--- config.mk ---
export PLATFORM = sky130hd
export DESIGN_NAME = gpio_ctrl
export DESIGN_NICKNAME = d
export VERILOG_FILES = /design/src/soc_bus_pkg.sv /design/src/soc_board_pkg.sv /design/src/gpio_ctrl.sv
export SDC_FILE = /design/constraint.sdc
export NUM_CORES = 1
export LEC_CHECK = 0
export BUFFER_PORTS_ARGS = -buffer_cell sky130_fd_sc_hd__buf_2
export CORE_MARGIN = 3
export CORE_UTILIZATION = 35
export CTS_BUF_LIST = sky130_fd_sc_hd__clkbuf_4
export DETAILED_ROUTE_END_ITERATION = 10
export PLACE_DENSITY = 0.72
export SYNTH_ARGS = -nofsm -noshare
export SYNTH_HDL_FRONTEND = slang
export SYNTH_SLANG_ARGS = --single-unit
--- constraint.sdc ---
create_clock -name clk_core -period 0.8 [get_ports clk_core]
set_input_delay 0.16 -clock clk_core [delete_from_list [all_inputs] [get_ports clk_core]]
set_output_delay 0.16 -clock clk_core [all_outputs]
set_load 0.005 [all_outputs]
--- src/soc_bus_pkg.sv ---
// Internal memory bus and DMI port types
// Shared by the bridge, the decoder and the bus targets

package soc_bus_pkg;

   // ********************
   // Memory bus
   // ********************

   typedef logic [31:0] bus_addr_t;
   typedef logic [31:0] bus_data_t;
   typedef logic [3:0]  bus_strb_t;

   // Request from the bridge, one cycle strobe with no ready
   typedef struct packed {
      logic      valid;
      logic      we;
      bus_addr_t addr;
      bus_data_t wdata;
      bus_strb_t strb;
   } bus_req_t;

   // Response, always one cycle after the request
   typedef struct packed {
      logic      valid;
      logic      err;
      bus_data_t rdata;
   } bus_rsp_t;

   // ********************
   // DMI register port
   // ********************

   typedef logic [6:0] dmi_addr_t;

   typedef struct packed {
      logic      en;
      logic      wr_en;
      dmi_addr_t addr;
      bus_data_t wdata;
   } dmi_req_t;

endpackage

--- src/soc_board_pkg.sv ---
// Board address map, DMI register map and GPIO widths

package soc_board_pkg;

   // Address map
   localparam soc_bus_pkg::bus_addr_t RAM_BASE     = 32'h0000_0000;
   localparam int                     RAM_WORDS    = 256;
   localparam soc_bus_pkg::bus_addr_t GPIO_BASE    = 32'h8000_0000;
   localparam soc_bus_pkg::bus_addr_t GPIO_LED_OFS = 32'h0000_0000;
   localparam soc_bus_pkg::bus_addr_t GPIO_SW_OFS  = 32'h0000_0004;

   // Board I/O
   localparam int GPIO_WIDTH = 16;
   typedef logic [GPIO_WIDTH-1:0] gpio_vec_t;

   // DMI register numbers
   localparam soc_bus_pkg::dmi_addr_t DMI_ADDR   = 7'h10;
   localparam soc_bus_pkg::dmi_addr_t DMI_WDATA  = 7'h11;
   localparam soc_bus_pkg::dmi_addr_t DMI_CMD    = 7'h12;
   localparam soc_bus_pkg::dmi_addr_t DMI_RDATA  = 7'h13;
   localparam soc_bus_pkg::dmi_addr_t DMI_STATUS = 7'h14;

   // CMD and STATUS fields
   localparam int CMD_WE_BIT    = 0;
   localparam int CMD_INC_BIT   = 1;
   localparam int CMD_STRB_LSB  = 4;
   localparam int STAT_BUSY_BIT = 0;
   localparam int STAT_ERR_BIT  = 1;

endpackage

--- src/gpio_ctrl.sv ---
// GPIO registers for the board LEDs and switches
// LEDs leave through two register stages, switches enter through two flops

`timescale 1ns/1ps

module gpio_ctrl (
   input  logic                     clk_core,
   input  logic                     i_rst_n,
   input  soc_bus_pkg::bus_req_t    i_req,
   output soc_bus_pkg::bus_rsp_t    o_rsp,
   input  soc_board_pkg::gpio_vec_t i_sw,
   output soc_board_pkg::gpio_vec_t o_led
);

   import soc_bus_pkg::*;
   import soc_board_pkg::*;

   gpio_vec_t led_q;
   gpio_vec_t sw_meta;
   gpio_vec_t sw_sync;
   bus_data_t rdata_q;
   logic      valid_q;
   logic      sel_led;
   logic      sel_sw;

   // Word compare, byte offset bits ignored
   assign sel_led = (i_req.addr[31:2] == GPIO_LED_OFS[31:2]);
   assign sel_sw  = (i_req.addr[31:2] == GPIO_SW_OFS[31:2]);

   always_ff @(posedge clk_core or negedge i_rst_n) begin
      if (!i_rst_n) begin
         led_q   <= '0;
         o_led   <= '0;
         valid_q <= 1'b0;
      end else begin
         valid_q <= i_req.valid;
         o_led   <= led_q;
         // Switch offset takes no writes
         if (i_req.valid && i_req.we && sel_led) begin
            for (int b = 0; b < GPIO_WIDTH/8; b++) begin
               if (i_req.strb[b]) led_q[8*b +: 8] <= i_req.wdata[8*b +: 8];
            end
         end
      end
   end

   // Switch synchroniser and read data
   always_ff @(posedge clk_core) begin
      sw_meta <= i_sw;
      sw_sync <= sw_meta;
      if (i_req.valid) begin
         if (sel_led)     rdata_q <= bus_data_t'(led_q);
         else if (sel_sw) rdata_q <= bus_data_t'(sw_sync);
         else             rdata_q <= '0;
      end
   end

   always_comb begin
      o_rsp.valid = valid_q;
      o_rsp.err   = 1'b0;
      o_rsp.rdata = rdata_q;
   end

endmodule

## Word level (Yosys, flattened, before mapping)

Index checks and enable logic that the tools add are counted.
W data, S select, Z words.

| storage, ports and cells | value |
|---|---|
| output and inout bits | 50 |
| flip-flop bits (word level) | 97 |
| bits of input ports | 88 |
| logic and storage cells | 16 |

| operators by class | value |
|---|---|
| eq/ne operators | 1 |
| mux-type cells | 2 |
| reduce and logical (&&, ||, !) cells | 5 |

Operator list:

| kind | count |
|---|---|
| $mux W16 | 2 |
| $eq A30 B1 Y1 const B | 1 |
| $logic_not A30 Y1 | 1 |
| $reduce_and A2 Y1 | 2 |
| $logic_and A1 B1 Y1 | 2 |

## Logic depth before layout (Yosys ltp)

Gate-level depths: netlist of run 1.

| depth | value |
|---|---|
| depth after elaboration | 3 |
| gate-level depth with buffers | 6 |
| depth with buffers taken out | 4 |

## Worst setup path after synthesis of run 1

Ideal clock, no wire load.

| path | value |
|---|---|
| path kind | input -> register |
| from | input port i_req[38] (netlist name) |
| to | register led_q[0] |
| stages on the path | 5 |
| setup time | 0.125 ns |
| slack | -0.784 ns |
| arrival | 1.459 ns |
| data required time | 0.675 ns |
| path buffers | 1 |
| path through | buf_2 > and3b_1 > nand4_2 > nor4_4 > mux2_2 |

| on the way | value |
|---|---|
| word-level cells in the longest chain between the ends | 3 |

Ends and longest elaborated chain:

| what | line | text |
|---|---|---|
| from (decl) | gpio_ctrl.sv:9 | `input soc_bus_pkg::bus_req_t i_req,` |
| $logic_not A30 Y1 | gpio_ctrl.sv:27 | `assign sel_led = (i_req.addr[31:2] == GPIO_LED_OFS[31:2]);` |
| $logic_and A1 B1 Y1 | gpio_ctrl.sv:39 | `if (i_req.valid && i_req.we && sel_led) begin` |
| $reduce_and A2 Y1 (no source line) | - |  |
| to (signal, indexed assignment) | gpio_ctrl.sv:41 | `if (i_req.strb[b]) led_q[8*b +: 8] <= i_req.wdata[8*b +: 8];` |
| to (decl) | gpio_ctrl.sv:18 | `gpio_vec_t led_q;` |

Every way passes these cells.
A chain may end at the register's enable or synchronous reset.

## Worst setup path in the final report of run 1

| path | value |
|---|---|
| from | input port i_req[44] (netlist name) |
| to | register led_q[3] |

The elaborated chain is that of the path after synthesis.

==> results of run 1 <==
-- logic make-up (layout without fill, tap and decap cells) --
group                  after synthesis  after routing  synth area share, %
buffers and inverters               24            158                 6.08
flip-flops                          81             81                 73.3
multiplexers                        32             32                 12.8
other                                1             17                0.141
AND/OR/NAND/NOR                     32             32                 7.63
-- area by class of cell --
type	count	area, sq um	area share [%]
multi-input cells	81	757	19.2
repair buffers	140	928	23.5
well taps	99	124	3.14
clock buffers	10	75.1	1.90
inverters	2	7.51	0.190
flip-flops and latches	81	1950	49.3
clock inverters	6	106	2.70
-- critical path: cells and delay by family --
kind / cells / cell delay (ps)
muxes: 1 / 320
buffers and inverters: 2 / 310
and+or+nand+nor: 3 / 720
-- per-layer routing --
layer	global-route usage [%]	up-vias	routed length, um
li1	-	839	-
met1	15.2	845	2350
met2	23.5	87	2910
met3	3.94	11	490
met4	7.33	0	118
met5	0	-	0
-- flip-flops by register name, summed over array words and instances (netlist names) --
register and cells:
rdata_q 16, sw_sync 16, valid_q 1, o_led 16, led_q 16, sw_meta 16
-- synth_stat cells, drive strengths merged --
| master | count | area share, % |
|---|---|---|
| and3b | 1 | 0.33 |
| buf | 20 | 5.5 |
| clkbuf | 2 | 0.33 |
| conb | 1 | 0.14 |
| dfrtp | 33 | 31 |
| dfxtp | 32 | 24 |
| edfxtp | 16 | 18 |
| inv | 2 | 0.28 |
| mux2 | 16 | 6.8 |
| mux2i | 16 | 6.0 |
| nand2 | 1 | 0.14 |
| nand3 | 2 | 0.38 |
| nand4 | 1 | 0.47 |
| nor2 | 17 | 2.4 |
| nor3 | 1 | 0.19 |
| nor4 | 8 | 3.5 |
| or3 | 1 | 0.24 |
-- per-stage QoR --
| step | TNS [ps] | util, % | instance area [sq um] | instances | setup slack (ps) |
|---|---|---|---|---|---|
| global placement | -27910 | 45.8 | 3340 | 370 | -912 |
| floorplan | -20630 | - | 2840 | 186 | -739 |
| CTS | -21380 | 53.7 | 3920 | 419 | -411 |
| detailed placement | -28550 | 45.8 | 3340 | 370 | -950 |
| finish | -20380 | 54.1 | 3950 | 419 | -413 |
| global route | -23470 | 54.1 | 3950 | 419 | -435 |
-- repair_timing --
| item | CTS | global route |
|---|---|---|
| gates resized for setup | 15 | 6 |
| hold buffers | 33 | 0 |
| endpoints found under the hold margin | 65 | 0 |
| setup buffers | 0 | 0 |
| setup endpoints to repair | 65 | 65 |
| pin swaps | 2 | 0 |
-- report_power, final --
group	internal (W)	leakage, nW	switching, W
Sequential	0.00429	0.901	0.0000253
Clock	0.00160	0.0940	0.00130
Combinational	0.000314	0.948	0.000239
-- worst paths after layout --
| kind | cells past startpoint | end | slack, ps | from |
|---|---|---|---|---|
| max in group asynchronous | 3 | led_q[9] | 380 | i_rst_n |
| setup reg to reg | 2 | rdata_q[14] | -70 | led_q[14] |
| hold / removal | 2 | valid_q | 150 | i_req[69] |
| setup / recovery | 6 | led_q[3] | -410 | i_req[44] |
| hold reg to reg | 0 | sw_sync[14] | 340 | sw_meta[14] |
| min in group asynchronous | 3 | o_led[0] | 240 | i_rst_n |
==> flow_summary_export.csv, run 1 <==
group,metric,value,unit
final_layout,fin_nets,403,
yosys,ys.warnings.count,0,
yosys,syn_inst,170,
run_status,violations,"setup timing",
floorplan,fp-row-count,31,
run_status,outcome,"finished with violations",
route,antenna_left,0,
clocking,clkLatencyLatePin,410,ps
yosys,yosys_register_bits,81,
final_layout,area_growth,48.6,%
placement,routabilityCongestion,0.712,
floorplan,start_util,36.4,%
floorplan,die_width,93.1,um
sta,hold_ws,150,ps
grt,grt_pass1_vias,1841,
sta,finalCritPeriodShare,152,%
final_layout,layout-drive-gt1-share,46.9,%
placement,dp_hpwl,3950,um
grt,grt.overflow.total,0,
clocking,numClockSinks,81,
floorplan,io_pins,138,
critical_path,slowest_stage,"mux2_4",
final_layout,final_common_cell,"buf_2",
sta,finClkSkew,4.58,ps
floorplan,fp.dieH,93.1,um
yosys,synth.distinct_cells,22,
route,drc,0,
placement,portBuffers,100,
final_layout,diodes,0,
clocking,clk_pin_slew,110,ps
route,vias_per_cell,4.25,
sta,final.min_clock_period,1210,ps
route,drtIter0Drc,52,
critical_path,cp-end-kind,"flip-flop",
sta,finalHoldViolCount,0,
power,power.leakage,1.94,nW
grt,grtUsageTotal,13.6,%
final_layout,final_cell_mix,"buf_2 (96), dlygate4sd3_1 (33), dfrtp_1 (33), dfxtp_1 (32)",
yosys,syn_area,2660,sq um
min_path,hold_class,"input port to flip-flop",
grt,grt_max_degree,34,
clocking,cts_root_buf,"clkbuf_4",
sta,fin_ws,-413,ps
yosys,ys_seq_area_share,73.3,%
run,drv_cap,0,
grt,grt_pass1_wl,8700,um
sta,finalSetupViolCount,65,
yosys,syn_avg_cell_area,15.6,sq um
power,cellPowerDensity,1970,nW/um^2
sta,max_freq,824,MHz
route,vias,1782,
route,wl_per_cell,14.0,um
critical_path,crit_fanout,8,
clocking,ctsLongestPathBuffers,2,
grt,grt_antenna_before_repair,0,
critical_path,arrival,1520,ps
sta,finalMaxSlewViolations,0,
critical_path,cp_cell_sequence,"buf_6 > nor4_4 > nand3_2 > nor4_4 > buf_6 > mux2_4",
critical_path,required,1100,ps
power,ir_drop,837,uV
final_layout,nFillCells,635,
critical_path,cp-start-kind,"input port",
floorplan,core-area,7290,sq um
sta,rsz0062_at_grt,"true",
route,first_pass_iters,4,
floorplan,die_area,8670,sq um
critical_path,max_stage_delay,320,ps
route,totalWireLength,5870,um
clocking,h-tree-depth,3,
clocking,cts_buffers,9,
critical_path,setup.worst_path.class,"input port to flip-flop",
clocking,cts_tree,"done",
power,total_power,0.00777,W
Power figures use the tool's default switching activity.
==> inputs of run 2 (changes only) <==
Settings changed: SETUP_SLACK_MARGIN from default to 0.15.
==> run 2 against run 1 <==
The flow finishes with violations (hold timing, setup timing). Setup slack worse by 11 ps. Non-clock buffer count down 16. Power down 1.0%. Fmax down 0.87%. Flip-flop and latch count unchanged. Utilization down 2.2 points. Critical path depth unchanged. Sequential power about the same. Global-route usage down 0.43 points. Cell area down 4.1%. Critical endpoint unchanged. Largest cell class unchanged. Largest power group unchanged. Highest routed layer unchanged.
==> flow_summary_export.csv, run 2 (same netlist as run 1, synthesis figures left out) <==
group,metric,value,unit
run_status,outcome,"finished with violations",
run_status,violations,"hold timing, setup timing",
critical_path,r2r_start,"led_q[14]",
power,ir_drop,820,uV
floorplan,die_area,8670,sq um
critical_path,r2r_slack,-70,ps
critical_path,crit_fanout,8,
floorplan,core-area,7290,sq um
route,wl_per_cell,14.2,um
route,vias,1716,
critical_path,reg2reg_depth,2,
sta,finalMaxSlewViolations,0,
route,antenna_left,0,
final_layout,final_cells,403,
route,drtIter0Drc,54,
grt,grt_antenna_before_repair,0,
final_layout,layout-drive-gt1-share,49.3,%
critical_path,arrival,1520,ps
grt,grt_pass1_wl,8360,um
placement,portBuffers,100,
floorplan,io_pins,138,
min_path,hold_class,"input port to flip-flop",
floorplan,die_width,93.1,um
grt,grtUsageTotal,13.2,%
sta,final.min_clock_period,1220,ps
final_layout,final_cell_mix,"buf_2 (96), dfrtp_1 (33), dfxtp_1 (32)",
sta,fin_ws,-424,ps
placement,dpl_cell_area,3340,sq um
grt,grt_max_degree,34,
min_path,min_to,"led_q[7]",
route,first_pass_iters,4,
sta,finalHoldViolCount,10,
clocking,clk_pin_slew,120,ps
run,drv_cap,0,
sta,finalCritPeriodShare,153,%
power,cellPowerDensity,2030,nW/um^2
clocking,cts_tree,"done",
clocking,post_cts_buffers,0,
sta,finalSetupViolCount,65,
grt,grt_pass1_vias,1758,
clocking,cts_root_buf,"clkbuf_4",
min_path,hold_depth,2,
final_layout,diodes,0,
final_layout,final_common_cell,"buf_2",
placement,dp_hpwl,3950,um
final_layout,fin_nets,387,
critical_path,worstReg2RegEnd,"rdata_q[14]",
clocking,cts_buffers,9,
final_layout,area_growth,42.6,%
clocking,numClockSinks,81,
clocking,clkLatencyLatePin,400,ps
sta,max_freq,817,MHz
sta,hold_ws,-14.7,ps
critical_path,required,1090,ps
critical_path,cp-start-kind,"input port",
sta,rsz0062_at_grt,"true",
final_layout,fin_area,3780,sq um
route,totalWireLength,5740,um
placement,numPlacedInstances,370,
min_path,hp-start,"i_req[11]",
sta,finClkSkew,4.51,ps
route,drc,0,
critical_path,cp-end-kind,"flip-flop",
clocking,ctsLongestPathBuffers,2,
critical_path,setup.worst_path.class,"input port to flip-flop",
clocking,h-tree-depth,3,
grt,grt.overflow.total,0,
placement,routabilityCongestion,0.712,
route,vias_per_cell,4.26,
floorplan,fp.dieH,93.1,um
floorplan,start_util,36.4,%
power,power.leakage,1.88,nW
floorplan,fp-row-count,31,
clocking,cts_hold_buf,17,
-- run 2: cell types whose count changed in the layout (fill, tap and decap cells not counted) --
| cell | previous run | this run |
|---|---|---|
| dlygate4sd3_1 | 33 | 17 |
-- run 2: per-stage QoR --
| step | setup WS, ps | power, W | setup TNS [ps] | util (%) |
|---|---|---|---|---|
| finish | -424 | 0.00769 | -20420 | 51.9 |
| global route | -435 | 0.00800 | -23480 | 51.9 |
| CTS | -411 | 0.00781 | -21380 | 51.5 |
| detailed placement | -950 | 0.00482 | -28550 | 45.8 |
| global placement | -912 | 0.00481 | -27910 | 45.8 |
| floorplan | -739 | 0.00458 | -20630 | - |
-- run 2: how the worst max path moves through the flow --
| stage | start | endpoint | slack [ps] | depth (start not counted) |
|---|---|---|---|---|
| floorplan | i_req[38] | led_q[0] | -740 | 5 |
| global placement | i_req[62] | led_q[3] | -910 | 6 |
| detailed placement | i_req[62] | led_q[3] | -950 | 6 |
| CTS | i_req[44] | led_q[6] | -410 | 6 |
| global route | i_req[44] | led_q[3] | -440 | 6 |
| finish | i_req[44] | led_q[3] | -420 | 6 |
-- run 2: area by class of cell --
type | count | area, sq um
Clock buffer | 10 | 75.1
Clock inverter | 6 | 106
Fill cell | 651 | 3510
Inverter | 2 | 7.51
Multi-Input combinational cell | 81 | 757
Sequential cell | 81 | 1950
Tap cell | 99 | 124
Timing Repair Buffer | 124 | 768
-- run 2: report_power, final --
| group | total, W | internal (W) | switching (W) |
|---|---|---|---|
| sequential | 0.00431 | 0.00429 | 0.0000250 |
| clock | 0.00288 | 0.00160 | 0.00128 |
| combinational | 0.000494 | 0.000263 | 0.000231 |
-- run 2: critical path, stage by stage --
cell     delay (ps)
buf_6           100
nor4_4          300
nand3_2         170
nor4_4          250
buf_6           210
mux2_4          320
-- run 2: layer usage --
metal  vias up  global-route usage [%]  part of all wire, %
met4         0                    7.33                  1.3
met1       816                    14.8                   40
li1        806                       -                    -
met3         7                    3.94                  9.1
met5         -                       0                    0
met2        87                    22.4                   50
-- run 2: repair_timing --
action / in CTS / in global routing
gates resized for setup: 15 / 6
endpoints found under the setup margin: 65 / 65
pin swaps: 2 / 0
endpoints found under the hold margin: 65 / 16
==> inputs of run 3 (changes only) <==
Settings changed: CORE_MARGIN 3 to 4, GPL_TIMING_DRIVEN from default to 0, PLACE_DENSITY 0.72 to 0.7.
Clock period 0.8 ns to 1.5 ns, I/O delays scaled along.
==> run 3 against run 2 <==
Critical path type unchanged. Utilization grew 2.8 points. Register-to-register slack improved by 600 ps. Largest cell class unchanged. Flip-flop and latch count is the same. Power shrank 48%. Setup slack improved by 540 ps. The run now ends clean.
==> flow_summary_export.csv, run 3 (same netlist as run 1, synthesis figures left out) <==
group,metric,value,unit
run_status,outcome,"finished clean",
power,power.share.clock,34.9,%
floorplan,die_width,95.1,um
power,ir_drop,685,uV
sta,fin_ws,119,ps
floorplan,start_util,36.2,%
sta,final.min_clock_period,1380,ps
clocking,ctsLongestPathBuffers,2,
clocking,h-tree-depth,3,
power,sequentialPowerShare,57.6,%
critical_path,required,1770,ps
clocking,clkLatencyLatePin,410,ps
sta,rsz0062_at_grt,"true",
floorplan,die_area,9040,sq um
sta,finClkSkew,18.2,ps
power,sw_frac_of_total,21.5,%
route,first_pass_iters,4,
route,wl_per_cell,14.3,um
placement,portBuffers,99,
clocking,numClockSinks,81,
final_layout,final_common_cell,"buf_2",
sta,finalMaxSlewViolations,0,
run,drv_cap,0,
critical_path,setup.worst_path.class,"input port to flip-flop",
critical_path,arrival,1650,ps
grt,grtUsageTotal,13.8,%
sta,finalCritPeriodShare,92.1,%
grt,grt_antenna_before_repair,0,
final_layout,final_cell_mix,"buf_2 (92), dfrtp_1 (33), dfxtp_1 (32)",
route,totalWireLength,5990,um
power,internal_power,0.00314,W
sta,fin_setup_tns,0,ps
grt,grt_pass1_vias,1941,
placement,routabilityCongestion,0.670,
clocking,cts_tree,"done",
floorplan,fp.dieH,95.1,um
route,drtIter0Drc,17,
power,cellPowerDensity,996,nW/um^2
min_path,hold_class,"input port to flip-flop",
final_layout,diodes,0,
placement,dp_hpwl,4010,um
sta,slew_headroom,43.8,%
power,p_switching,0.000860,W
floorplan,core-area,7330,sq um
power,total_power,0.00400,W
sta,finalHoldViolCount,0,
clocking,cts_buffers,9,
grt,grt.overflow.total,0,
floorplan,fp-row-count,31,
route,drc,0,
sta,finalSetupViolCount,0,
final_layout,area_growth,51.1,%
clocking,cts_root_buf,"clkbuf_4",
critical_path,cp-end-kind,"flip-flop",
grt,grt_max_degree,34,
critical_path,crit_fanout,8,
final_layout,final_util,54.7,%
route,antenna_left,0,
final_layout,nFillCells,631,
critical_path,cp-start-kind,"input port",
route,vias,1753,
sta,worstMarginPinSlew,842,ps
grt,grt_pass1_wl,9140,um
route,vias_per_cell,4.17,
sta,max_freq,724,MHz
floorplan,io_pins,138,
power,power.leakage,1.99,nW
final_layout,fin_nets,404,
placement,dp_worst_setup_slack,-773,ps
clocking,clk_pin_slew,120,ps
final_layout,layout-drive-gt1-share,54.8,%
power,comb_power_share,7.5,%
==> run 3: changes by cell type in the layout (fill, tap and decap cells not counted), moves of 2 or more <==
cell / before / now
clkinv_4: 0 / 2
nor2_1: 17 / 8
buf_4: 4 / 17
nor2_4: 0 / 4
buf_6: 6 / 8
buf_12: 1 / 4
buf_2: 96 / 92
nor2_2: 0 / 5
==> run 3: routing by layer <==
layer | track usage (%) | wire, um | vias up
met1 | 15.0 | 2240 | 821
met2 | 24.1 | 3070 | 81
met5 | 0 | 0 | -
li1 | - | - | 845
met3 | 5.05 | 619 | 6
met4 | 5.41 | 56 | 0
==> run 3: cell type report <==
type / instances / area, sq um / share of cell area [%]
Sequential cell: 81 / 1950 / 48.5
Timing Repair Buffer: 119 / 774 / 19.3
Buffer: 22 / 198 / 4.93
Clock buffer: 9 / 67.6 / 1.68
Clock inverter: 7 / 93.8 / 2.34
Inverter: 2 / 7.51 / 0.187
Multi-Input combinational cell: 81 / 800 / 19.9
Tap cell: 99 / 124 / 3.09
==> run 3: critical path, cell delays in order <==
cell	delay, ps
buf_2	110
nor4_4	260
nand3_2	180
or3_4	410
buf_8	150
clkbuf_16	160
nor2_4	60
==> run 3: what timing repair did <==
item                       CTS  global route
hold buffers                17             0
setup endpoints to repair   18            27
gates resized for setup     20            20
hold endpoints to repair    49             0
cloned                       0             1
pin swaps                    4             8
buffers inserted             2             0
==> run 3: final timing paths <==
check                           cells past startpoint  slack (ps)  startpoint         end
worst max-delay path                                7         120   i_req[52]  rdata_q[6]
worst min-delay path                                1         110   i_req[69]     valid_q
worst max register to register                      2         530    led_q[5]  rdata_q[5]
worst min register to register                      0         340  sw_meta[5]  sw_sync[5]
max in group asynchronous                           2         500     i_rst_n    led_q[9]
min in group asynchronous                           2         490     i_rst_n    led_q[2]
==> run 3: power by group through the flow <==
stage	Clock, W	Combinational (W)	Sequential, W
2_1_floorplan	0	0.0000950	0.00235
3_3_place_gp	0	0.000247	0.00234
3_5_place_dp	0	0.000249	0.00235
4_1_cts	0.00147	0.000293	0.00230
5_1_grt	0.00156	0.000332	0.00231
6_report	0.00139	0.000301	0.00230
==> run 3: through the flow <==
step / cells / hold WS (ps) / area [sq um]
6_report: 420 / 107 / 4010
5_1_grt: 420 / 54.8 / 4010
4_1_cts: 419 / 66.5 / 3910
3_5_place_dp: 384 / 312 / 3460
3_3_place_gp: 384 / 311 / 3460
2_1_floorplan: 186 / 4.41 / 2840
