## src/soc_bus_pkg.sv

```systemverilog
// Internal memory bus and DMI port types
// Shared by the bridge, the decoder and the bus targets

package soc_bus_pkg;

   // ********************
   // Memory bus
   // ********************

   typedef logic [31:0] bus_addr_t;
   typedef logic [31:0] bus_data_t;
   typedef logic [3:0]  bus_strb_t;

   // Request from the bridge, one cycle strobe with no ready
   typedef struct packed {
      logic      valid;
      logic      we;
      bus_addr_t addr;
      bus_data_t wdata;
      bus_strb_t strb;
   } bus_req_t;

   // Response, always one cycle after the request
   typedef struct packed {
      logic      valid;
      logic      err;
      bus_data_t rdata;
   } bus_rsp_t;

   // ********************
   // DMI register port
   // ********************

   typedef logic [6:0] dmi_addr_t;

   typedef struct packed {
      logic      en;
      logic      wr_en;
      dmi_addr_t addr;
      bus_data_t wdata;
   } dmi_req_t;

endpackage

```

## src/soc_board_pkg.sv

```systemverilog
// Board address map, DMI register map and GPIO widths

package soc_board_pkg;

   // Address map
   localparam soc_bus_pkg::bus_addr_t RAM_BASE     = 32'h0000_0000;
   localparam int                     RAM_WORDS    = 256;
   localparam soc_bus_pkg::bus_addr_t GPIO_BASE    = 32'h8000_0000;
   localparam soc_bus_pkg::bus_addr_t GPIO_LED_OFS = 32'h0000_0000;
   localparam soc_bus_pkg::bus_addr_t GPIO_SW_OFS  = 32'h0000_0004;

   // Board I/O
   localparam int GPIO_WIDTH = 16;
   typedef logic [GPIO_WIDTH-1:0] gpio_vec_t;

   // DMI register numbers
   localparam soc_bus_pkg::dmi_addr_t DMI_ADDR   = 7'h10;
   localparam soc_bus_pkg::dmi_addr_t DMI_WDATA  = 7'h11;
   localparam soc_bus_pkg::dmi_addr_t DMI_CMD    = 7'h12;
   localparam soc_bus_pkg::dmi_addr_t DMI_RDATA  = 7'h13;
   localparam soc_bus_pkg::dmi_addr_t DMI_STATUS = 7'h14;

   // CMD and STATUS fields
   localparam int CMD_WE_BIT    = 0;
   localparam int CMD_INC_BIT   = 1;
   localparam int CMD_STRB_LSB  = 4;
   localparam int STAT_BUSY_BIT = 0;
   localparam int STAT_ERR_BIT  = 1;

endpackage

```

## src/bus_decoder.sv

```systemverilog
// Memory bus decoder for the RAM and GPIO targets
// Unmapped accesses get an error response from here

`timescale 1ns/1ps

module bus_decoder (
   input  logic                  clk_core,
   input  logic                  i_rst_n,
   input  soc_bus_pkg::bus_req_t i_req,
   output soc_bus_pkg::bus_rsp_t o_rsp,
   output soc_bus_pkg::bus_req_t o_ram_req,
   input  soc_bus_pkg::bus_rsp_t i_ram_rsp,
   output soc_bus_pkg::bus_req_t o_gpio_req,
   input  soc_bus_pkg::bus_rsp_t i_gpio_rsp
);

   import soc_bus_pkg::*;
   import soc_board_pkg::*;

   bus_addr_t ram_ofs;
   bus_addr_t gpio_ofs;
   logic      ram_hit;
   logic      gpio_hit;
   logic      unmapped_q;

   // Addresses below a base wrap to large offsets and miss
   assign ram_ofs  = i_req.addr - RAM_BASE;
   assign gpio_ofs = i_req.addr - GPIO_BASE;
   assign ram_hit  = ram_ofs < bus_addr_t'(RAM_WORDS * 4);
   assign gpio_hit = gpio_ofs < (GPIO_SW_OFS + 32'd4);

   always_comb begin
      o_ram_req        = i_req;
      o_ram_req.valid  = i_req.valid & ram_hit;
      o_ram_req.addr   = ram_ofs;
      o_gpio_req       = i_req;
      o_gpio_req.valid = i_req.valid & gpio_hit;
      o_gpio_req.addr  = gpio_ofs;
   end

   // Error response one cycle after an unmapped request
   always_ff @(posedge clk_core or negedge i_rst_n) begin
      if (!i_rst_n) begin
         unmapped_q <= 1'b0;
      end else begin
         unmapped_q <= i_req.valid & ~ram_hit & ~gpio_hit;
      end
   end

   // Only one target answers per access, so an OR merges them
   always_comb begin
      o_rsp.valid = i_ram_rsp.valid | i_gpio_rsp.valid | unmapped_q;
      o_rsp.err   = (i_ram_rsp.valid & i_ram_rsp.err)
                  | (i_gpio_rsp.valid & i_gpio_rsp.err)
                  | unmapped_q;
      o_rsp.rdata = (i_ram_rsp.valid ? i_ram_rsp.rdata : '0)
                  | (i_gpio_rsp.valid ? i_gpio_rsp.rdata : '0);
   end

endmodule

```

## config.mk

```make
export PLATFORM = sky130hd
export DESIGN_NAME = bus_decoder
export DESIGN_NICKNAME = d
export VERILOG_FILES = /design/src/soc_bus_pkg.sv /design/src/soc_board_pkg.sv /design/src/bus_decoder.sv
export SDC_FILE = /design/constraint.sdc
export NUM_CORES = 1
export LEC_CHECK = 0
export ABC_CLOCK_PERIOD_IN_PS = 800
export BUFFER_PORTS_ARGS = -buffer_cell sky130_fd_sc_hd__buf_2
export CAP_MARGIN = 10
export CORE_AREA = 10 10 115 117
export CTS_CLUSTER_SIZE = 20
export DETAILED_ROUTE_END_ITERATION = 12
export DIE_AREA = 0 0 125 127
export MAX_ROUTING_LAYER = met4
export PLACE_DENSITY = 0.59
export SETUP_SLACK_MARGIN = 0.4
export SLEW_MARGIN = 20
export SYNTH_ARGS = -nofsm -noshare
export SYNTH_HDL_FRONTEND = slang
export SYNTH_SLANG_ARGS = --single-unit
```

## constraint.sdc

```tcl
create_clock -name clk_core -period 0.8 [get_ports clk_core]
set_input_delay 0 -clock clk_core [delete_from_list [all_inputs] [get_ports clk_core]]
set_output_delay 0 -clock clk_core [all_outputs]
set_load 0.02 [all_outputs]
```

After elaboration in Yosys (flattened, before gate mapping)
Index checks and enable logic that the tools add are counted.
W data, S select, Z words.
- register bits: 1
- output and inout bits: 174
- add/subtract/negate cells: 1
- $lt $le $gt $ge: 2
- muxes and demuxes: 2
- bitwise operators: 13
- operators by type and width (cell ; count):
    $mux W32 ; 2
    $lt A32 B11 Y1 const B ; 1
    $lt A32 B4 Y1 const B ; 1
    $or A32 B32 Y32 ; 1
    $sub A32 B32 Y32 const B ; 1
    $and A1 B1 Y1 ; 6
    $or A1 B1 Y1 ; 4
    $not A1 Y1 ; 2

Depth between registers and ports, before layout
Gate-level depths: netlist of the first run.
- depth after elaboration: 4
- depth in mapped cells: 3
- depth with buffers taken out: 3

Least setup slack after synthesis of the first run
No wires, ideal clock.
- path type: input to output
- from: input port i_req[42] (netlist bit)
- to: output port o_gpio_req[69] (netlist bit)
- data arrival time: 1.246 ns
- data required time: 0.800 ns
- setup slack: -0.446 ns
- stages on the path: 2
- path buffers: 0
- cell sequence: or4_4 > nor4_1
- RTL lines (item ; RTL line ; RTL):
    start, declared ; bus_decoder.sv:9 ; input soc_bus_pkg::bus_req_t i_req,
    end, declared ; bus_decoder.sv:13 ; output soc_bus_pkg::bus_req_t o_gpio_req,

Worst setup path after layout of the first run
- from: input port i_req[45] (netlist bit)
- to: register unmapped_q
- cells in the longest elaborated chain, start to end: 4
- elaborated cells between the ends (all ways): 7
- ends and longest elaborated chain (item ; RTL line ; RTL):
    $sub A32 B32 Y32 or $lt A32 B11 Y1 (tied branches) ; bus_decoder.sv:28, bus_decoder.sv:29 ;
    $lt A32 B4 Y1 or $not A1 Y1 (tied branches) ; bus_decoder.sv:30, bus_decoder.sv:46 ;
    $not A1 Y1 or $and A1 B1 Y1 (tied branches) ; bus_decoder.sv:46 ; unmapped_q <= i_req.valid & ~ram_hit & ~gpio_hit;
    $and A1 B1 Y1 (*) ; bus_decoder.sv:46 ;
    end signal, assigned ; bus_decoder.sv:46 ;
    end, declared ; bus_decoder.sv:24 ; logic unmapped_q;
Every way passes the cells marked *; elsewhere a longest branch is shown, timed or not.

==> metrics.txt, run 1 <==
Initial Util 13.3%; detailed placer's ending HPWL 6150 um; share of cells above drive strength 1 97.2%; Routed WL 7850 um; Slowest-stage cell, CP or4b_4; status finished, violations left; # setup viols final 5; CORE AREA 11,100 sq um; antenna-violating nets left 0; gr busiest metal met2; final hold violation count 1; Unique masters post-synth 17; syn_nets 336; first-pass GRT wire length 11,300 um; Tot Pwr 2100 uW; violated checks negative hold slack, negative setup slack; # DRC 0; register area share after synthesis 1.69%; total gr overflow 0; Final #Nets 430; PwrDens 703 nW/um^2; Highest Clock Rate 845 MHz; Placed Cells 409; Worst EP arrival 1.06 ns; Pins Over Slew Limit 0; worst relative slew slack 79.4%; GR Layer Usage met3 5.67%; row cnt 39; power share of the clock group 0%; Antenna Cells 0; Synth-to-Final Area Change 102%; non-filler cells, final 431; Mapped Cells 196; part of the power in combinational logic 97.2%; GP Congestion 0.782; Worst setup EP type flip-flop; wire length per cell 18.2 um; Die Y 127 um; CP Cell Sequence buf_6 > or4b_4 > o21a_1 > o31a_1; pin count of the biggest net entering global routing 9; top flop regs unmapped_q: 1 flops; clk slew on worst S/H paths 0 ns; Reg power frac 2.8%; gr usage total 8.80%; WHS -0.223 ns; I/O pin cnt 314; met2 usage 15.3%; Detailed Routing Iterations Pass 1 4; most frequent cells in the layout 133 x buf_2, 60 x buf_6, 32 x a22o_4; vias in the first global route 2,016; via count 1,676; most common cell after layout, fill and taps aside buf_2; RSZ-0062 raised after global routing true; final core occ 26.9%; initial antenna violation count 1; CP Max Fanout 2; Pint 1200 uW; max reg flops 1; Die X 125 um; Worst-Margin Slew 0.306 ns; met1 usage 8.62%; via-per-instance ratio 3.89; area post-placement 2090 sq um; Starting DRT DRC Count 36; slowest cell delay on critical path 0.54 ns; net switching power 904 uW; Worst Hold Class input port to asynchronous set/reset pin; Yosys reg bits 1; Tcrit/Tclk final 148%; finished layout cell area 2990 sq um; Port Buffers 193; sw frac 43.0%; die area 15,900 sq um; Ys Warns 0; Final WS setup -0.384 ns; required time of the critical path 0.67 ns; P_leak 0.00154 uW; Reg with most FFs unmapped_q; maximum VDD drop 348 uV; Startpoint Class input port; critical path type input port to flip-flop; mapped cell area 1480 sq um; syn avg cell area 7.56 sq um; Final Critical Period 1.18 ns; Max-Cap Viols 0
## cells by family after synthesis
group,after synthesis,share of synthesized area [%]
AO/OA/AOI/OAI,35,20.7
buffers and inverters,146,71.7
flip-flops,1,1.69
AND/OR/NAND/NOR,14,5.91
## per-layer routing
layer  up-vias  wire (um)  part of all wire [%]
met5         -          0                     0
met4         0          0                     0
met3         0       1220                    16
met2       223       3850                    49
met1       731       2780                    35
li1        722          -                     -
## how the worst max path moves through the flow
| stage | startpoint | endpoint | depth (start not counted) |
|---|---|---|---|
| after floorplan | i_req[42] | unmapped_q$_DFF_PN0_ | 3 |
| after global placement | i_req[45] | o_gpio_req[69] | 5 |
| after detailed placement | i_req[45] | unmapped_q$_DFF_PN0_ | 4 |
| after CTS | i_req[45] | unmapped_q$_DFF_PN0_ | 4 |
| after global routing | i_req[45] | o_gpio_req[69] | 5 |
| final | i_req[45] | unmapped_q$_DFF_PN0_ | 4 |
## critical path: cells and delay by family
| family | cells | cell delay (ns) |
|---|---|---|
| buffers and inverters | 1 | 0.09 |
| AOI/OAI and AO/OA | 2 | 0.43 |
| and+or+nand+nor | 1 | 0.54 |
## per-stage QoR
step                hold slack (ns)  setup slack (ns)  TNS [ns]
floorplan                    -0.296            -0.252    -0.486
finish                       -0.223            -0.384     -1.20
CTS                          -0.222            -0.390     -1.21
detailed placement           -0.222            -0.405     -1.35
global placement             -0.223            -0.406     -1.27
global route                 -0.221            -0.413     -1.41
## repair_timing
item,CTS,global route
buffers inserted,5,7
cloned,10,0
endpoints found under the setup margin,42,46
pin swaps,28,9
hold endpoints to repair,1,1
resized for setup,120,20
## power by group through the flow
stage / clock (uW) / sequential [uW] / combinational (uW)
after global routing: 0 / 58.4 / 2140
after global placement: 0 / 58.0 / 1450
after CTS: 0 / 58.1 / 1970
after detailed placement: 0 / 58.1 / 1460
after floorplan: 0 / 55.1 / 1610
final: 0 / 58.0 / 2040
## Yosys cell counts, drive strengths merged
cell / count / area, sq um
nand3: 1 / 5.00
nand2: 1 / 3.75
clkbuf: 8 / 30.0
dfrtp: 1 / 25.0
a221o: 1 / 10.0
buf: 137 / 1030
o21a: 1 / 7.51
inv: 1 / 3.75
nor4: 5 / 31.3
o31a: 1 / 8.76
or4b: 1 / 10.0
a22o: 32 / 280
nor3: 2 / 10.0
or3: 1 / 6.26
nand4: 1 / 6.26
nor2: 1 / 3.75
or4: 1 / 11.3
## cell type report
class                           instances  area (sq um)
Fill cell                            1135          8130
Multi-Input combinational cell         49           757
Tap cell                              143           179
Inverter                                1          3.75
Timing Repair Buffer                  237          2030
Sequential cell                         1          25.0
No activity file was read; power rests on OpenSTA's default activity.
==> inputs of run 2 (changes only) <==
--- a/config.mk
+++ b/config.mk
@@ -8,12 +8,13 @@
 export ABC_CLOCK_PERIOD_IN_PS = 800
 export BUFFER_PORTS_ARGS = -buffer_cell sky130_fd_sc_hd__buf_2
 export CAP_MARGIN = 10
-export CORE_AREA = 10 10 115 117
+export CORE_AREA = 2 2 123 125
+export CTS_BUF_LIST = sky130_fd_sc_hd__clkbuf_4 sky130_fd_sc_hd__clkbuf_8 sky130_fd_sc_hd__clkbuf_16
 export CTS_CLUSTER_SIZE = 20
 export DETAILED_ROUTE_END_ITERATION = 12
 export DIE_AREA = 0 0 125 127
 export MAX_ROUTING_LAYER = met4
-export PLACE_DENSITY = 0.59
+export PLACE_DENSITY = 0.47
 export SETUP_SLACK_MARGIN = 0.4
 export SLEW_MARGIN = 20
 export SYNTH_ARGS = -nofsm -noshare
==> run 2 against run 1 <==
Effect of this change: the run still ends with negative hold slack, negative setup slack left; die area is the same; utilization is 5.8 points lower; critical path depth did not move; hold slack better by 0.0053 ns; maximum frequency decreased by 1.3%; final area up 1.8%; worst setup slack got worse by 0.015 ns; global-route usage shrank 1.0 points; power is 0.84% lower; largest power group unchanged.
==> metrics.txt, run 2 (synthesis gave the netlist of run 1 again) <==
status finished, violations left; violated checks negative hold slack, negative setup slack; top flop regs unmapped_q: 1 flops; pin count of the biggest net entering global routing 8 (-1); power share of the clock group 0% (unchanged); Worst-Margin Slew 0.302 ns (-0.00438 ns); Final #Nets 431 (+0.23%); Top delay family on crit path simple AND/OR/NAND/NOR gates; Reg with most FFs unmapped_q; Pint 1190 uW (-0.63%); final core occ 21.1% (-5.8 points); Startpoint Class input port; Worst path depth 4 (unchanged); GP Congestion 0.707 (-9.6%); WHS -0.218 ns (+0.00529 ns); Tot Pwr 2080 uW (-0.84%); Synth-to-Final Area Change 106%; required time of the critical path 0.67 ns (about the same); row cnt 44 (+13%); Worst Hold Class input port to asynchronous set/reset pin; PwrDens 684 nW/um^2 (-2.6%); Worst EP arrival 1.07 ns (about the same); Pins Over Slew Limit 0 (unchanged); Multi-input gate area 762 sq um (+0.66%); die area 15,900 sq um (unchanged); part of the power in combinational logic 97.3% (about the same); Crit path buffers/inverters 1 (unchanged); Final Critical Period 1.20 ns (+0.0154 ns); final hold violation count 1 (unchanged); RSZ-0062 raised after global routing true; Die Y 127 um (unchanged); worst relative slew slack 79.7% (+0.29 points); Slowest-stage cell, CP or4_4; most frequent cells in the layout 129 x buf_2, 68 x buf_6, 32 x a22o_4; Detailed Routing Iterations Pass 1 4 (unchanged); detailed placer's ending HPWL 5020 um (-18%); Final WS setup -0.399 ns (-0.0154 ns); CP Max Fanout 2 (unchanged); Fillers 1,591 (+40%); via count 1,620 (-3.3%); I/O pin cnt 314 (unchanged); Max-Cap Viols 0 (unchanged); CORE AREA 14,400 sq um (+30%); most common cell after layout, fill and taps aside buf_2; Reg power frac 2.7% (about the same); Routed WL 6810 um (-13%); Highest Clock Rate 834 MHz (-1.3%); P_leak 0.00154 uW (about the same); vias in the first global route 1,640 (-19%); total gr overflow 0 (unchanged); Port Buffers 193 (unchanged); slowest cell delay on critical path 0.53 ns (about the same); Initial Util 10.3% (-3.0 points); # setup viols final 4 (-1); via-per-instance ratio 3.42 (-12%); net switching power 894 uW (-1.1%); Starting DRT DRC Count 30 (-17%); Worst setup EP type flip-flop; share of cells above drive strength 1 97.6% (+0.36 points); Storage cell area 25.0 sq um (unchanged); first-pass GRT wire length 9490 um (-16%); # DRC 0 (unchanged); wire length per cell 14.4 um (-21%); dpl ws -0.438 ns (-0.0335 ns); CP Cell Sequence buf_6 > or4_4 > o21a_1 > o31a_1; gr usage total 7.77% (-1.0 points); final setup TNS -1.16 ns (+0.0406 ns); Tcrit/Tclk final 150% (+1.9 points); sw frac 42.9% (-0.12 points); clk slew on worst S/H paths 0 ns (unchanged); Antenna Cells 0 (unchanged); critical path type input port to flip-flop; maximum VDD drop 189 uV (-46%); Die X 125 um (unchanged); antenna-violating nets left 0 (unchanged); max reg flops 1 (unchanged); initial antenna violation count 0 (-1)
## run 2: repair_timing
action                                  4_1_cts  5_1_grt
pin swaps                                     7        5
cloned                                        8        0
resized for setup                           119       30
buffers inserted                              6        4
endpoints found under the hold margin         1        1
endpoints found under the setup margin       43       44
## run 2: power by group through the flow
stage | Clock, uW | Combinational, uW | Sequential (uW)
floorplan | 0 | 1610 | 55.1
global placement | 0 | 1470 | 57.5
detailed placement | 0 | 1480 | 56.6
CTS | 0 | 1960 | 56.6
global route | 0 | 2140 | 56.7
finish | 0 | 2030 | 56.3
## run 2: path summary, 6_finish.rpt
check | end | start
worst max-delay path | unmapped_q$_DFF_PN0_ | i_req[41]
max in group asynchronous | unmapped_q$_DFF_PN0_ | i_rst_n
worst min-delay path | unmapped_q$_DFF_PN0_ | i_rst_n
min in group clk_core | o_gpio_req[14] | i_req[14]
## run 2: layout make-up
cell class / count / area share, %
inverter: 1 / 0.123
multi-input combinational: 49 / 25.0
sequential: 1 / 0.822
tap: 184 / 7.56
timing repair buffer: 238 / 66.5
## run 2: routing by layer
layer  track usage [%]  up-vias  share of wire (%)
met5                 -        -                  0
met4            0.0654        0                  0
met3              3.98        0                 15
met2              13.5      183                 50
met1              8.55      707                 35
li1                  -      730                  -
## run 2: stage by stage
| step | instance area, sq um | hold WS [ns] | std cells |
|---|---|---|---|
| 4_1_cts | 2870 | -0.212 | 469 |
| 6_report | 3050 | -0.218 | 473 |
| 3_3_place_gp | 2190 | -0.209 | 455 |
| 2_1_floorplan | 1950 | -0.296 | 196 |
| 5_1_grt | 3050 | -0.211 | 473 |
| 3_5_place_dp | 2190 | -0.212 | 455 |
==> inputs of run 3 (changes only) <==
--- a/config.mk
+++ b/config.mk
@@ -5,7 +5,7 @@
 export SDC_FILE = /design/constraint.sdc
 export NUM_CORES = 1
 export LEC_CHECK = 0
-export ABC_CLOCK_PERIOD_IN_PS = 800
+export ABC_CLOCK_PERIOD_IN_PS = 1200
 export BUFFER_PORTS_ARGS = -buffer_cell sky130_fd_sc_hd__buf_2
 export CAP_MARGIN = 10
 export CORE_AREA = 2 2 123 125
==> constraint.sdc (replaced) <==
create_clock -name clk_core -period 1.2 [get_ports clk_core]
set_input_delay 0 -clock clk_core [delete_from_list [all_inputs] [get_ports clk_core]]
set_output_delay 0 -clock clk_core [all_outputs]
set_load 0.02 [all_outputs]
==> run 3 against run 2 <==
Effect of this change: the flow now finishes without violations; first-iteration DRC count grew 60%; critical path type unchanged; final area decreased by 39%; largest cell class unchanged; global-route usage down 2.1 points.
==> metrics.txt, run 3 (synthesis gave the netlist of run 1 again) <==
Highest Clock Rate 849 MHz; # setup viols final 0 (-4); clk slew on worst S/H paths 0 ns (unchanged); # DRC 0 (unchanged); CP Max Fanout 3 (+1); final core occ 12.9% (-8.2 points); Reg with most FFs unmapped_q; P_leak 0.00103 uW (-33%); gr busiest metal met2; Crit path buffers/inverters 1 (unchanged); Startpoint Class input port; Final Critical Period 1.18 ns; CP Cell Sequence buf_6 > or4b_4 > o21a_1 > o31a_1; Synth-to-Final Area Change 25.6%; Hold Path Depth 0; Detailed Routing Iterations Pass 1 4 (unchanged); most common cell after layout, fill and taps aside buf_2; I/O pin cnt 314 (unchanged); Max-Cap Viols 0 (unchanged); met1 usage 6.85% (-1.7 points); max reg flops 1 (unchanged); area post-placement 1730 sq um (-21%); top flop regs unmapped_q: 1 flops; Starting DRT DRC Count 48 (+60%); CORE AREA 14,400 sq um (unchanged); maximum VDD drop 152 uV (-20%); row cnt 44 (unchanged); setup bufs post-CTS 0 (-6); GP Congestion 0.746 (+5.5%); Worst EP arrival 1.05 ns (-0.02 ns); Tot Pwr 866 uW (-58%); Initial Util 10.3% (unchanged); Top delay family on crit path simple AND/OR/NAND/NOR gates; Port Buffers 193 (unchanged); PwrDens 466 nW/um^2 (-32%); first-pass GRT wire length 7060 um (-26%); Die X 125 um (unchanged); Hold Startpoint i_req[32]; via count 1,447 (-11%); final hold violation count 0 (-1); total gr overflow 0 (unchanged); Routed WL 5240 um (-23%); Critical Path Source i_req[44]; met2 usage 8.57% (-4.9 points); Worst Hold Class input port to output pin; Worst-Margin Slew 0.298 ns (-0.00387 ns); antenna-violating nets left 0 (unchanged); initial antenna violation count 0 (unchanged); share of cells above drive strength 1 83.5% (-14 points); Antenna Cells 0 (unchanged); Fillers 1,690 (+6.2%); Final #Nets 396 (-8.1%); pin count of the biggest net entering global routing 27 (+19); critical path type input port to flip-flop; worst relative slew slack 80.1% (+0.43 points); most frequent cells in the layout 182 x buf_2, 32 x a22o_1, 9 x buf_4; die area 15,900 sq um (unchanged); vias in the first global route 1,326 (-19%); gr usage total 5.65% (-2.1 points); GR Layer Usage met3 3.18% (-0.80 points); wire length per cell 12.0 um (-17%); status finished, final reports clean; Pins Over Slew Limit 0 (unchanged); Slowest-stage cell, CP or4b_4; Worst path depth 4 (unchanged); Worst setup EP type flip-flop; RSZ-0062 raised after global routing true; required time of the critical path 1.07 ns (+0.40 ns); detailed placer's ending HPWL 4540 um (-9.5%); via-per-instance ratio 3.30 (-3.5%); non-filler cells, final 438 (-7.4%); finished layout cell area 1860 sq um (-39%); Die Y 127 um (unchanged); Placed Cells 437 (-4.0%); slowest cell delay on critical path 0.53 ns (about the same); WHS 0.0000151 ns (+0.218 ns); Tcrit/Tclk final 98.1%
==> run 3: changes by cell type in the layout (fill, tap and decap cells not counted), sizes merged <==
cell and change:
buf -36, dlygate4sd3 +1
==> run 3: repair_timing <==
item | in CTS | in global routing
hold endpoints to repair | 1 | 0
gates resized for setup | 18 | 4
pin swaps | 7 | 3
hold buffers | 1 | 0
endpoints found under the setup margin | 27 | 5
==> run 3: power by group <==
part	total (uW)	switching, uW	internal [uW]
registers	39.2	3.17	36.1
clock network	0	0	0
logic	827	471	356
total	866	474	392
==> run 3: path summary, 6_finish.rpt <==
| path | to | slack (ns) |
|---|---|---|
| max in group asynchronous | unmapped_q$_DFF_PN0_ | 0.80 |
| min | o_gpio_req[32] | 0.00002 |
| min in group asynchronous | unmapped_q$_DFF_PN0_ | 0.31 |
| max | unmapped_q$_DFF_PN0_ | 0.02 |
==> run 3: layout make-up <==
class / instances / area, sq um / area share [%]
repair buffers: 203 / 1130 / 60.9
multi-input cells: 49 / 468 / 25.2
well taps: 184 / 230 / 12.4
inverters: 1 / 3.75 / 0.202
flip-flops and latches: 1 / 25.0 / 1.34
==> run 3: metrics by stage <==
step	setup slack [ns]	TNS (ns)
after floorplan	0.148	0
after global placement	-0.0420	-0.0420
after detailed placement	-0.000638	-0.000638
after CTS	0.0150	0
after global routing	-0.00691	-0.00691
final	0.0224	0
==> run 3: layer usage <==
metal	vias up	share of wire, %	routed length (um)
li1	653	-	-
met1	613	37	1960
met2	179	46	2390
met3	2	16	853
met4	0	0.71	37
met5	-	0	0
